<file path="src/hw/mips_pkg.sv">
`default_nettype none

package mips_pkg;

    typedef logic [31:0] word_t;
    typedef logic [4:0]  reg_idx_t;
    typedef logic [5:0]  op_t;
    typedef logic [5:0]  funct_t;

    // bit 2 inverts b, bits 1:0 pick and, or, sum or slt
    typedef logic [2:0] alu_ctrl_t;

    localparam alu_ctrl_t ALU_AND = 3'b000;
    localparam alu_ctrl_t ALU_OR  = 3'b001;
    localparam alu_ctrl_t ALU_ADD = 3'b010;
    localparam alu_ctrl_t ALU_SUB = 3'b110;
    localparam alu_ctrl_t ALU_SLT = 3'b111;

    localparam op_t OP_RTYPE = 6'h00;
    localparam op_t OP_J     = 6'h02;
    localparam op_t OP_BEQ   = 6'h04;
    localparam op_t OP_ADDI  = 6'h08;
    localparam op_t OP_LW    = 6'h23;
    localparam op_t OP_SW    = 6'h2b;

    localparam funct_t F_ADD = 6'h20;
    localparam funct_t F_SUB = 6'h22;
    localparam funct_t F_AND = 6'h24;
    localparam funct_t F_OR  = 6'h25;
    localparam funct_t F_SLT = 6'h2a;

    typedef enum logic [1:0] {
        ALUOP_ADD   = 2'b00,
        ALUOP_SUB   = 2'b01,
        ALUOP_FUNCT = 2'b10
    } alu_op_t;

endpackage

`default_nettype wire

</file>
<file path="src/hw/alu.sv">
`timescale 1ns/100ps
`default_nettype none

module alu (
    input  mips_pkg::word_t     a,
    input  mips_pkg::word_t     b,
    input  mips_pkg::alu_ctrl_t alu_ctrl,
    output mips_pkg::word_t     result,
    output logic                zero
);

    mips_pkg::word_t b_mux;
    mips_pkg::word_t sum;
    mips_pkg::word_t and_ab;
    mips_pkg::word_t or_ab;
    mips_pkg::word_t slt_res;
    mips_pkg::word_t mux_lo;
    mips_pkg::word_t mux_hi;

    // subtract by adding the inverted operand with a carry in of one
    assign b_mux = alu_ctrl[2] ? ~b : b;
    assign sum   = a + b_mux + mips_pkg::word_t'(alu_ctrl[2]);

    // the logic results see the same operand as the adder
    assign and_ab = a & b_mux;
    assign or_ab  = a | b_mux;

    // sign of a minus b, overflow is not taken into account
    assign slt_res = {31'b0, sum[31]};

    assign mux_lo = alu_ctrl[1] ? sum : and_ab;
    assign mux_hi = alu_ctrl[1] ? slt_res : or_ab;
    assign result = alu_ctrl[0] ? mux_hi : mux_lo;

    // flag compares the operands directly rather than the result
    assign zero = (a == b);

endmodule

`default_nettype wire

</file>
<file path="src/hw/reg_file.sv">
`timescale 1ns/100ps
`default_nettype none

module reg_file (
    input  logic               clk,
    input  logic               rst,
    input  mips_pkg::reg_idx_t ra1,
    input  mips_pkg::reg_idx_t ra2,
    output mips_pkg::word_t    rd1,
    output mips_pkg::word_t    rd2,
    input  logic               we,
    input  mips_pkg::reg_idx_t wa,
    input  mips_pkg::word_t    wd
);

    mips_pkg::word_t regs [32];

    always_ff @(posedge clk) begin
        if (rst) begin
            for (int i = 0; i < 32; i++) begin
                regs[i] <= '0;
            end
        end else if (we && wa != 5'd0) begin
            regs[wa] <= wd;
        end
    end

    // register 0 always reads as zero
    assign rd1 = (ra1 == 5'd0) ? '0 : regs[ra1];
    assign rd2 = (ra2 == 5'd0) ? '0 : regs[ra2];

endmodule

`default_nettype wire

</file>
<file path="src/hw/control_unit.sv">
`timescale 1ns/100ps
`default_nettype none

module control_unit (
    input  logic                rst,
    input  mips_pkg::op_t       op,
    input  mips_pkg::funct_t    funct,
    input  logic                zero,
    output logic                reg_write,
    output logic                reg_dst,
    output logic                alu_src,
    output logic                mem_write,
    output logic                mem_to_reg,
    output logic                pc_src,
    output logic                jump,
    output mips_pkg::alu_ctrl_t alu_ctrl
);

    logic              reg_write_d;
    logic              mem_write_d;
    logic              branch;
    logic              funct_ok;
    mips_pkg::alu_op_t alu_op;

    // main decoder
    always_comb begin
        reg_write_d = 1'b0;
        reg_dst     = 1'b0;
        alu_src     = 1'b0;
        mem_write_d = 1'b0;
        mem_to_reg  = 1'b0;
        branch      = 1'b0;
        jump        = 1'b0;
        alu_op      = mips_pkg::ALUOP_ADD;
        case (op)
            mips_pkg::OP_RTYPE: begin
                reg_write_d = 1'b1;
                reg_dst     = 1'b1;
                alu_op      = mips_pkg::ALUOP_FUNCT;
            end
            mips_pkg::OP_LW: begin
                reg_write_d = 1'b1;
                alu_src     = 1'b1;
                mem_to_reg  = 1'b1;
            end
            mips_pkg::OP_SW: begin
                alu_src     = 1'b1;
                mem_write_d = 1'b1;
            end
            mips_pkg::OP_BEQ: begin
                branch = 1'b1;
                alu_op = mips_pkg::ALUOP_SUB;
            end
            mips_pkg::OP_ADDI: begin
                reg_write_d = 1'b1;
                alu_src     = 1'b1;
            end
            mips_pkg::OP_J: jump = 1'b1;
            default: ;
        endcase
    end

    // ALU decoder, an unknown funct suppresses the register write
    always_comb begin
        funct_ok = 1'b1;
        alu_ctrl = mips_pkg::ALU_ADD;
        case (alu_op)
            mips_pkg::ALUOP_SUB: alu_ctrl = mips_pkg::ALU_SUB;
            mips_pkg::ALUOP_FUNCT: begin
                case (funct)
                    mips_pkg::F_ADD: alu_ctrl = mips_pkg::ALU_ADD;
                    mips_pkg::F_SUB: alu_ctrl = mips_pkg::ALU_SUB;
                    mips_pkg::F_AND: alu_ctrl = mips_pkg::ALU_AND;
                    mips_pkg::F_OR:  alu_ctrl = mips_pkg::ALU_OR;
                    mips_pkg::F_SLT: alu_ctrl = mips_pkg::ALU_SLT;
                    default:         funct_ok = 1'b0;
                endcase
            end
            default: ;
        endcase
    end

    assign reg_write = reg_write_d & funct_ok & ~rst;
    assign mem_write = mem_write_d & ~rst;
    assign pc_src    = branch & zero;

endmodule

`default_nettype wire

</file>
<file path="src/hw/data_mem.sv">
`timescale 1ns/100ps
`default_nettype none

module data_mem #(
    parameter int DMEM_WORDS = 64
) (
    input  logic            clk,
    input  logic            we,
    input  mips_pkg::word_t addr,
    input  mips_pkg::word_t wd,
    output mips_pkg::word_t rd
);

    mips_pkg::word_t mem [DMEM_WORDS];
    mips_pkg::word_t idx;

    // word index wraps around the array size
    assign idx = (addr >> 2) % DMEM_WORDS;

    initial begin
        for (int i = 0; i < DMEM_WORDS; i++) begin
            mem[i] = '0;
        end
    end

    always_ff @(posedge clk) begin
        if (we) begin
            mem[idx] <= wd;
        end
    end

    assign rd = mem[idx];

endmodule

`default_nettype wire

</file>
<file path="src/hw/datapath.sv">
`timescale 1ns/100ps
`default_nettype none

module datapath #(
    parameter int DMEM_WORDS = 64
) (
    input  logic                clk,
    input  logic                rst,
    input  mips_pkg::word_t     instr,
    output mips_pkg::word_t     pc,
    output mips_pkg::op_t       op,
    output mips_pkg::funct_t    funct,
    input  logic                reg_write,
    input  logic                reg_dst,
    input  logic                alu_src,
    input  logic                mem_write,
    input  logic                mem_to_reg,
    input  logic                pc_src,
    input  logic                jump,
    input  mips_pkg::alu_ctrl_t alu_ctrl,
    output logic                zero,
    output logic                reg_we,
    output mips_pkg::reg_idx_t  reg_waddr,
    output mips_pkg::word_t     reg_wdata,
    output logic                mem_we,
    output mips_pkg::word_t     mem_addr,
    output mips_pkg::word_t     mem_wdata
);

    mips_pkg::reg_idx_t rs;
    mips_pkg::reg_idx_t rt;
    mips_pkg::reg_idx_t rd;
    mips_pkg::word_t    imm_ext;
    mips_pkg::word_t    pc_plus4;
    mips_pkg::word_t    pc_branch;
    mips_pkg::word_t    pc_jump;
    mips_pkg::word_t    pc_next;
    mips_pkg::word_t    src_a;
    mips_pkg::word_t    reg_b;
    mips_pkg::word_t    src_b;
    mips_pkg::word_t    alu_result;
    mips_pkg::word_t    read_data;

    assign op    = instr[31:26];
    assign funct = instr[5:0];
    assign rs    = instr[25:21];
    assign rt    = instr[20:16];
    assign rd    = instr[15:11];

    assign imm_ext = {{16{instr[15]}}, instr[15:0]};

    assign pc_plus4  = pc + 32'd4;
    assign pc_branch = pc_plus4 + {imm_ext[29:0], 2'b00};
    assign pc_jump   = {pc_plus4[31:28], instr[25:0], 2'b00};

    // jump wins over a taken branch, the two never come from one opcode anyway
    assign pc_next = jump ? pc_jump : (pc_src ? pc_branch : pc_plus4);

    always_ff @(posedge clk) begin
        if (rst) begin
            pc <= '0;
        end else begin
            pc <= pc_next;
        end
    end

    reg_file u_reg_file (
        .clk (clk),
        .rst (rst),
        .ra1 (rs),
        .ra2 (rt),
        .rd1 (src_a),
        .rd2 (reg_b),
        .we  (reg_write),
        .wa  (reg_waddr),
        .wd  (reg_wdata)
    );

    assign src_b = alu_src ? imm_ext : reg_b;

    alu u_alu (
        .a        (src_a),
        .b        (src_b),
        .alu_ctrl (alu_ctrl),
        .result   (alu_result),
        .zero     (zero)
    );

    data_mem #(
        .DMEM_WORDS (DMEM_WORDS)
    ) u_data_mem (
        .clk  (clk),
        .we   (mem_write),
        .addr (alu_result),
        .wd   (reg_b),
        .rd   (read_data)
    );

    assign reg_we    = reg_write;
    assign reg_waddr = reg_dst ? rd : rt;
    assign reg_wdata = mem_to_reg ? read_data : alu_result;

    assign mem_we    = mem_write;
    assign mem_addr  = alu_result;
    assign mem_wdata = reg_b;

endmodule

`default_nettype wire

</file>
<file path="src/hw/mips_core.sv">
`timescale 1ns/100ps
`default_nettype none

module mips_core #(
    parameter int DMEM_WORDS = 64
) (
    input  logic               clk,
    input  logic               rst,
    input  mips_pkg::word_t    instr,
    output mips_pkg::word_t    pc,
    output logic               reg_we,
    output mips_pkg::reg_idx_t reg_waddr,
    output mips_pkg::word_t    reg_wdata,
    output logic               mem_we,
    output mips_pkg::word_t    mem_addr,
    output mips_pkg::word_t    mem_wdata
);

    mips_pkg::op_t       op;
    mips_pkg::funct_t    funct;
    mips_pkg::alu_ctrl_t alu_ctrl;
    logic                zero;
    logic                reg_write;
    logic                reg_dst;
    logic                alu_src;
    logic                mem_write;
    logic                mem_to_reg;
    logic                pc_src;
    logic                jump;

    control_unit u_control_unit (
        .rst        (rst),
        .op         (op),
        .funct      (funct),
        .zero       (zero),
        .reg_write  (reg_write),
        .reg_dst    (reg_dst),
        .alu_src    (alu_src),
        .mem_write  (mem_write),
        .mem_to_reg (mem_to_reg),
        .pc_src     (pc_src),
        .jump       (jump),
        .alu_ctrl   (alu_ctrl)
    );

    datapath #(
        .DMEM_WORDS (DMEM_WORDS)
    ) u_datapath (
        .clk        (clk),
        .rst        (rst),
        .instr      (instr),
        .pc         (pc),
        .op         (op),
        .funct      (funct),
        .reg_write  (reg_write),
        .reg_dst    (reg_dst),
        .alu_src    (alu_src),
        .mem_write  (mem_write),
        .mem_to_reg (mem_to_reg),
        .pc_src     (pc_src),
        .jump       (jump),
        .alu_ctrl   (alu_ctrl),
        .zero       (zero),
        .reg_we     (reg_we),
        .reg_waddr  (reg_waddr),
        .reg_wdata  (reg_wdata),
        .mem_we     (mem_we),
        .mem_addr   (mem_addr),
        .mem_wdata  (mem_wdata)
    );

endmodule

`default_nettype wire

</file>
<file path="config.mk">
export PLATFORM = sky130hd
export DESIGN_NAME = mips_core
export DESIGN_NICKNAME = d
export VERILOG_FILES = /design/src/hw/mips_pkg.sv /design/src/hw/alu.sv /design/src/hw/reg_file.sv /design/src/hw/control_unit.sv /design/src/hw/data_mem.sv /design/src/hw/datapath.sv /design/src/hw/mips_core.sv
export SDC_FILE = /design/constraint.sdc
export NUM_CORES = 2
export LEC_CHECK = 0
export ABC_CLOCK_PERIOD_IN_PS = 11370
export BUFFER_PORTS_ARGS = -buffer_cell sky130_fd_sc_hd__buf_2
export CORE_ASPECT_RATIO = 0.8
export CORE_MARGIN = 8
export CORE_UTILIZATION = 30
export CTS_CLUSTER_DIAMETER = 120
export DETAILED_ROUTE_END_ITERATION = 8
export GPL_TIMING_DRIVEN = 0
export REMOVE_ABC_BUFFERS = 1
export SYNTH_ARGS = -nofsm -noshare
export SYNTH_HDL_FRONTEND = slang
export SYNTH_SLANG_ARGS = --single-unit
export TNS_END_PERCENT = 1
</file>
<file path="constraint.sdc">
create_clock -name clk -period 11.37 [get_ports clk]
set_input_delay 0.5685 -clock clk [delete_from_list [all_inputs] [get_ports clk]]
set_output_delay 0.5685 -clock clk [all_outputs]
set_load 0.02 [all_outputs]
</file>
Word-level counts from Yosys, hierarchy flattened. Memory sizes are Yosys's and may differ from the RTL's. Cells that the tools add are included.

Register bits after elaboration: 32. Bits in writable memories: 3072. Word-level logic and storage cells: 72. Memories: 2.

Add/sub/neg operators: 4. Equality and inequality tests: 13. Multiplexer cells: 33. Bitwise operators: 8. Reduce and logical (&&, ||, !) cells: 10.

Memories: u_datapath.u_data_mem.mem (words 64, bits a word 32, rd ports 1, clocked after Yosys merged registers in 0, write ports 1, line data_mem.sv:14) `mips_pkg::word_t mem [DMEM_WORDS];`; u_datapath.u_reg_file.regs (words 32, bits a word 32, rd ports 2, clocked after Yosys merged registers in 0, write ports 32, line reg_file.sv:16) `mips_pkg::word_t regs [32];`.

Operators with widths (count): $mux 32 (11); $add 32x32->32 (2); $eq 6x6->1 const B (7); $add 32x1->32 (1); $add 32x3->32 const B (1); $and 32x32->32 (1); $eq 32x32->1 (1); $not 32->32 (1); $or 32x32->32 (1); $reduce_or 32->1 (1); $mux 1 (17); $pmux 3 s4 (1); $logic_not 5->1 (2); $mux 5 (2); $eq 6x2->1 const B (1); $eq 6x3->1 const B (1); $eq 6x4->1 const B (1); $logic_not 6->1 (1); $pmux 3 s2 (1); $reduce_or 3->1 (2); $reduce_bool 5->1 (1); $reduce_or 5->1 (1); $and 1x1->1 (4); $pmux 2 s2 (1); other kinds (5) (5).

Logic depth before layout (Yosys ltp). An unclocked memory read counts as a cell.

Word-level depth: 13. Gate-level depth with buffers: 35.

Hierarchy. Synthesis repeated with hierarchy kept, for this count alone.

Cell total of the unflattened synthesis: 8888. Area, all modules: 140898.9 µm².

By module, submodules not included: data_mem (times used 1, cells an instance 4207, area an instance 78287.6 µm², seq. area each 61499.0 µm²); reg_file (times used 1, cells an instance 3502, area an instance 54253.3 µm², seq. area each 30749.5 µm²); datapath (times used 1, cells an instance 584, area an instance 4388.0 µm², seq. area each 600.6 µm²); alu (times used 1, cells an instance 563, area an instance 3746.1 µm², seq. area each 0.0 µm²); control_unit (times used 1, cells an instance 32, area an instance 224.0 µm², seq. area each 0.0 µm²).

Worst setup path after synthesis. No wires, ideal clock.

Path kind: input port to flip-flop. Start: in instr[17]. End: mem u_datapath.u_data_mem.mem[12][0] in the netlist's numbering (enable). Library setup time: 421 ps. Arrival: 9154 ps. Required time: 10949 ps. Setup slack: 1795 ps. Cell stages on the path: 25. Cells stage by stage: buf_4 -> buf_2 -> buf_2 -> buf_1 -> mux4_2 -> mux4_2 -> nand2_1 -> a21oi_1 -> nand2_1 -> o21ai_0 -> xnor2_1 -> ha_1 -> clkbuf_1 -> nor2b_1 -> o21a_1 -> o21ai_0 -> a31oi_1 -> o22a_1 -> buf_2 -> a221oi_1 -> nor3b_1 -> clkbuf_1 -> clkbuf_1 -> nand2_1 -> nor2_1.

Word-level cells in the longest chain between the ends: 9.

RTL lines: start: declaration (line mips_core.sv:9) `input mips_pkg::word_t instr,`; $mem_v2 32x32 / $logic_not 5->1 (equally long branches); $mux 32 * (line reg_file.sv:30) `assign rd2 = (ra2 == 5'd0) ? '0 : regs[ra2];`; named net mem_wdata[2] (line mips_core.sv:16) `output mips_pkg::word_t mem_wdata`; $mux 32 * (line datapath.sv:79) `assign src_b = alu_src ? imm_ext : reg_b;`; $not 32->32 (line alu.sv:21) `assign b_mux = alu_ctrl[2] ? ~b : b;`; $mux 32 * (line alu.sv:21); $add 32x32->32 (line alu.sv:22) `assign sum = a + b_mux + mips_pkg::word_t'(alu_ctrl[2]);`; $add 32x1->32 (line alu.sv:22); $mux 32 (line alu.sv:31) `assign mux_lo = alu_ctrl[1] ? sum : and_ab;`; $mux 32 * (line alu.sv:33) `assign result = alu_ctrl[0] ? mux_hi : mux_lo;`; end: declaration (line data_mem.sv:14).

Mark *: on every way through the listed nets, which the timed path passes. The rest lies on a longest branch.

Final worst setup path.
Start: in instr[17]. End: out reg_wdata[6].

Word-level cells in the longest chain between the ends: 11.

RTL lines: $mem_v2 32x32 / $logic_not 5->1 (equally long branches); $mux 32 * (line reg_file.sv:30); $mux 32 * (line datapath.sv:79); $not 32->32 (line alu.sv:21); $mux 32 * (line alu.sv:21); $add 32x32->32 (line alu.sv:22); $add 32x1->32 (line alu.sv:22); $mux 32 (line alu.sv:31); $mux 32 * (line alu.sv:33); $mem_v2 64x32; $mux 32 * (line datapath.sv:101) `assign reg_wdata = mem_to_reg ? read_data : alu_result;`; end: declaration (line mips_core.sv:13) `output mips_pkg::word_t reg_wdata,`.

Every way passes the cells marked *; elsewhere a longest branch is shown, timed or not.

==> metrics.md <==
| Metric | Value |
|---|---|
| Final Hold Fails | 0 |
| Post-synth top cells | edfxtp_1 (3072), nand2_1 (1522), nor2_1 (1165) |
| Seq/Total Area, Yosys | between 60 and 70% |
| Cells after Synth | about 10000 |
| Vias in the first global route | approximately 89000 |
| Drt first pass iters | 9 |
| Reg clk slew, reported paths | approximately 0.06 ns |
| Routability cong. | between 0.8 and 0.9 |
| Clock Skew | approximately 0.084 ns |
| CTS tree | yes |
| Cts hold-fix bufs | 0 |
| Number of remaining DRC errors | 4 |
| Distinct cells, synth | 96 |
| Syn avg cell area | around 14 sq um |
| IO Count | around 170 |
| Failing checks | DRC, capacitance limit, slew limit, setup timing |
| Most used DFF post-synth | edfxtp_1 |
| Post-synth top area cell | edfxtp_1 |
| Die H | approximately 630 um |
| CTS H-tree depth | 5 |
| MaxCap Viol Count | 8 |
| Clock buffer depth | 4 |
| Vias/cell | roughly 5.7 |
| Core area | roughly 470000 sq um |
| Layout fillers | between 40000 and 50000 |
| Worst hold path type | in -> reg |
| First-pass GRT wire length | about 710 mm |
| Total Routing Usage GR | between 20 and 25% |
| Final hold slack | 0.0934 ns |
| Synth async-reset ratio | 0% |
| DIE AREA | slightly below 500000 sq um |
| Critical Path AT | ~11 ns |
| VDD IR max | around 0.00019 V |
| CP max FO | roughly 130 |
| Initial core utilization | between 30% and 40% |
| Mean routed wirelength per cell | approximately 30 um |
| Cts bufs inserted | 325 |
| Top-count cell post-synth | edfxtp_1 |
| I/O Buffers | ~170 |
| Final WS setup | -0.0217 ns |
| P&R area growth vs syn | 16.9% |
| Largest net degree at the start of global routing | approximately 150 |
| Antenna violations before repair | 37 |
| Synthesized area | between 100000 and 150000 sq um |
| Final period util | 100% |
| Routed vias | 95885 |
| Slowest stage delay, CP | about 1.0 ns |
| Fin cells | between 15000 and 20000 |
| Power Dens Cells | slightly above 200 nW/um^2 |
| DP Wirelength | ~320 mm |
| WP data required | approximately 11 ns |
| Outcome | finished, violations left |
| Tmin final | 11.39 ns |
| Synth top area cells | edfxtp_1 (66%), mux4_2 (8.5%), nand2_1 (4.1%) |
| Share of the synthesized area in the top cell type | 65.5% |
| CP startpoint kind | primary input |
| Final nets | 10449 |
| Clk_lat worst skew | ~0.93 ns |
| Final ANT Viol Nets | 0 |
| Final Core Density | about a third |
| Post-Route WL | 518 mm |
| Worst Tran Pin Value | approximately 1.6 ns |
| Cells after DPL | ~16000 |
| Worst path slowest cell | o21ai_0 |
| Critical path class | in -> out |
| Most frequent CP cell | buf_16 |
| Share of cells above drive strength 1 | roughly 17% |
| Setup violations, final | 1 |
| Synthesized flop and latch total | ~3100 |
| Post-synth EDFFs | between 3000 and 4000 |
| Peak Freq | roughly 88 MHz |
| Yosys warning total | 0 |
| Leak Pwr | about 56 nW |
| Final Max Slew Viols | 29 |
| DR iter-0 viols | about 16000 |
| Clock sink total | a little over 3000 |
| Max-slew headroom at the worst pin | -6.14% |
| Critical Path End Type | primary output |
| Die W | 782 um |
| Grt ovf | 0 |
| Clock Tree Root | clkbuf_16 |
| Rows | about 230 |
-- power breakdown --
part	total (W)	internal [W]	switching [W]
Clock	0.0101	0.00556	0.00452
Sequential	0.0130	0.0129	0.0000692
Combinational	0.0101	0.00295	0.00711
-- registers in the layout, summed over array words and instances (netlist names) --
| register | cells |
|---|---|
| u_datapath.u_reg_file.regs | 1024 |
| u_datapath.pc | 30 |
| u_datapath.u_data_mem.mem | 2048 |
-- path summary, 6_finish.rpt --
path / from / to / slack (ns) / cells after the start
setup / recovery: instr[17] / reg_wdata[6] / -0.02 / 31
hold / removal: instr[9] / u_datapath.pc[11] / 0.09 / 3
setup reg to reg: u_datapath.u_reg_file.regs[14][1] / u_datapath.u_data_mem.mem[55][0] / 1.36 / 24
hold reg to reg: u_datapath.pc[29] / u_datapath.pc[29] / 0.69 / 3
-- per-stage QoR --
stage	cell area (sq um)	TNS [ns]	setup slack [ns]	power, W
2_1_floorplan	137000	-	-33.34	0.0187
3_5_place_dp	154000	-955.09	-2.36	0.0229
4_1_cts	164000	0	0.00822	0.0329
5_1_grt	164000	-0.0266	-0.0266	0.0339
3_3_place_gp	146000	-	-125.49	0.0223
6_report	164000	-0.0217	-0.0217	0.0331
-- kinds of logic after synthesis --
kind of cell | count (synthesis) | synth area share [%]
simple gates | 3621 | 10.9
flops | 3102 | 66.0
compound gates | 1483 | 7.47
buf+inv | 944 | 2.96
mux | 871 | 11.0
xor+xnor | 131 | 0.815
fa+ha+maj | 96 | 0.864
other cells | 1 | 0.00266
-- timing repair --
item | CTS | global route
resized for setup | 30 | 14
pin swaps | 4 | 1
setup endpoints to repair | 547 | 29
gates cloned | 4 | 1
buffers inserted | 0 | 6
-- critical path, delay by kind of cell --
| family | cells | cell delay (ns) |
|---|---|---|
| compound gates | 9 | 2.93 |
| xor+xnor | 2 | 0.62 |
| fa+ha+maj | 1 | 0.42 |
| buf+inv | 12 | 3.41 |
| mux | 2 | 0.94 |
| simple gates | 5 | 0.89 |
-- metal layers --
metal	vias up	global-route usage, %	wire (um)
li1	39232	-	-
met1	48572	26.6	193000
met2	6821	29.5	222000
met3	1252	5.41	67600
met4	8	11.3	34500
met5	-	0	56
-- cell usage in the layout (no fill, tap or decap), types with 129 or more instances in the layout --
master     count
a21oi_1      321
and3_1       173
clkbuf_16    338
a211oi_1     153
nand2_1     1452
nor2_1      1081
o21ai_0      129
edfxtp_1    3072
mux2i_1      274
nand3_1      359
buf_2        161
buf_12       187
mux4_2       531
-- final cells by class --
type	count	area [sq um]	share of cell area (%)
repair buffers	516	7840	4.77
clock inverters	159	951	0.578
diodes	26	65.1	0.0396
multi-input cells	6238	45700	27.8
inverters	136	554	0.337
clock buffers	419	8750	5.32
flip-flops and latches	3102	92800	56.5
well taps	6242	7810	4.75
Note: power is estimated with default switching activity, not from simulation.
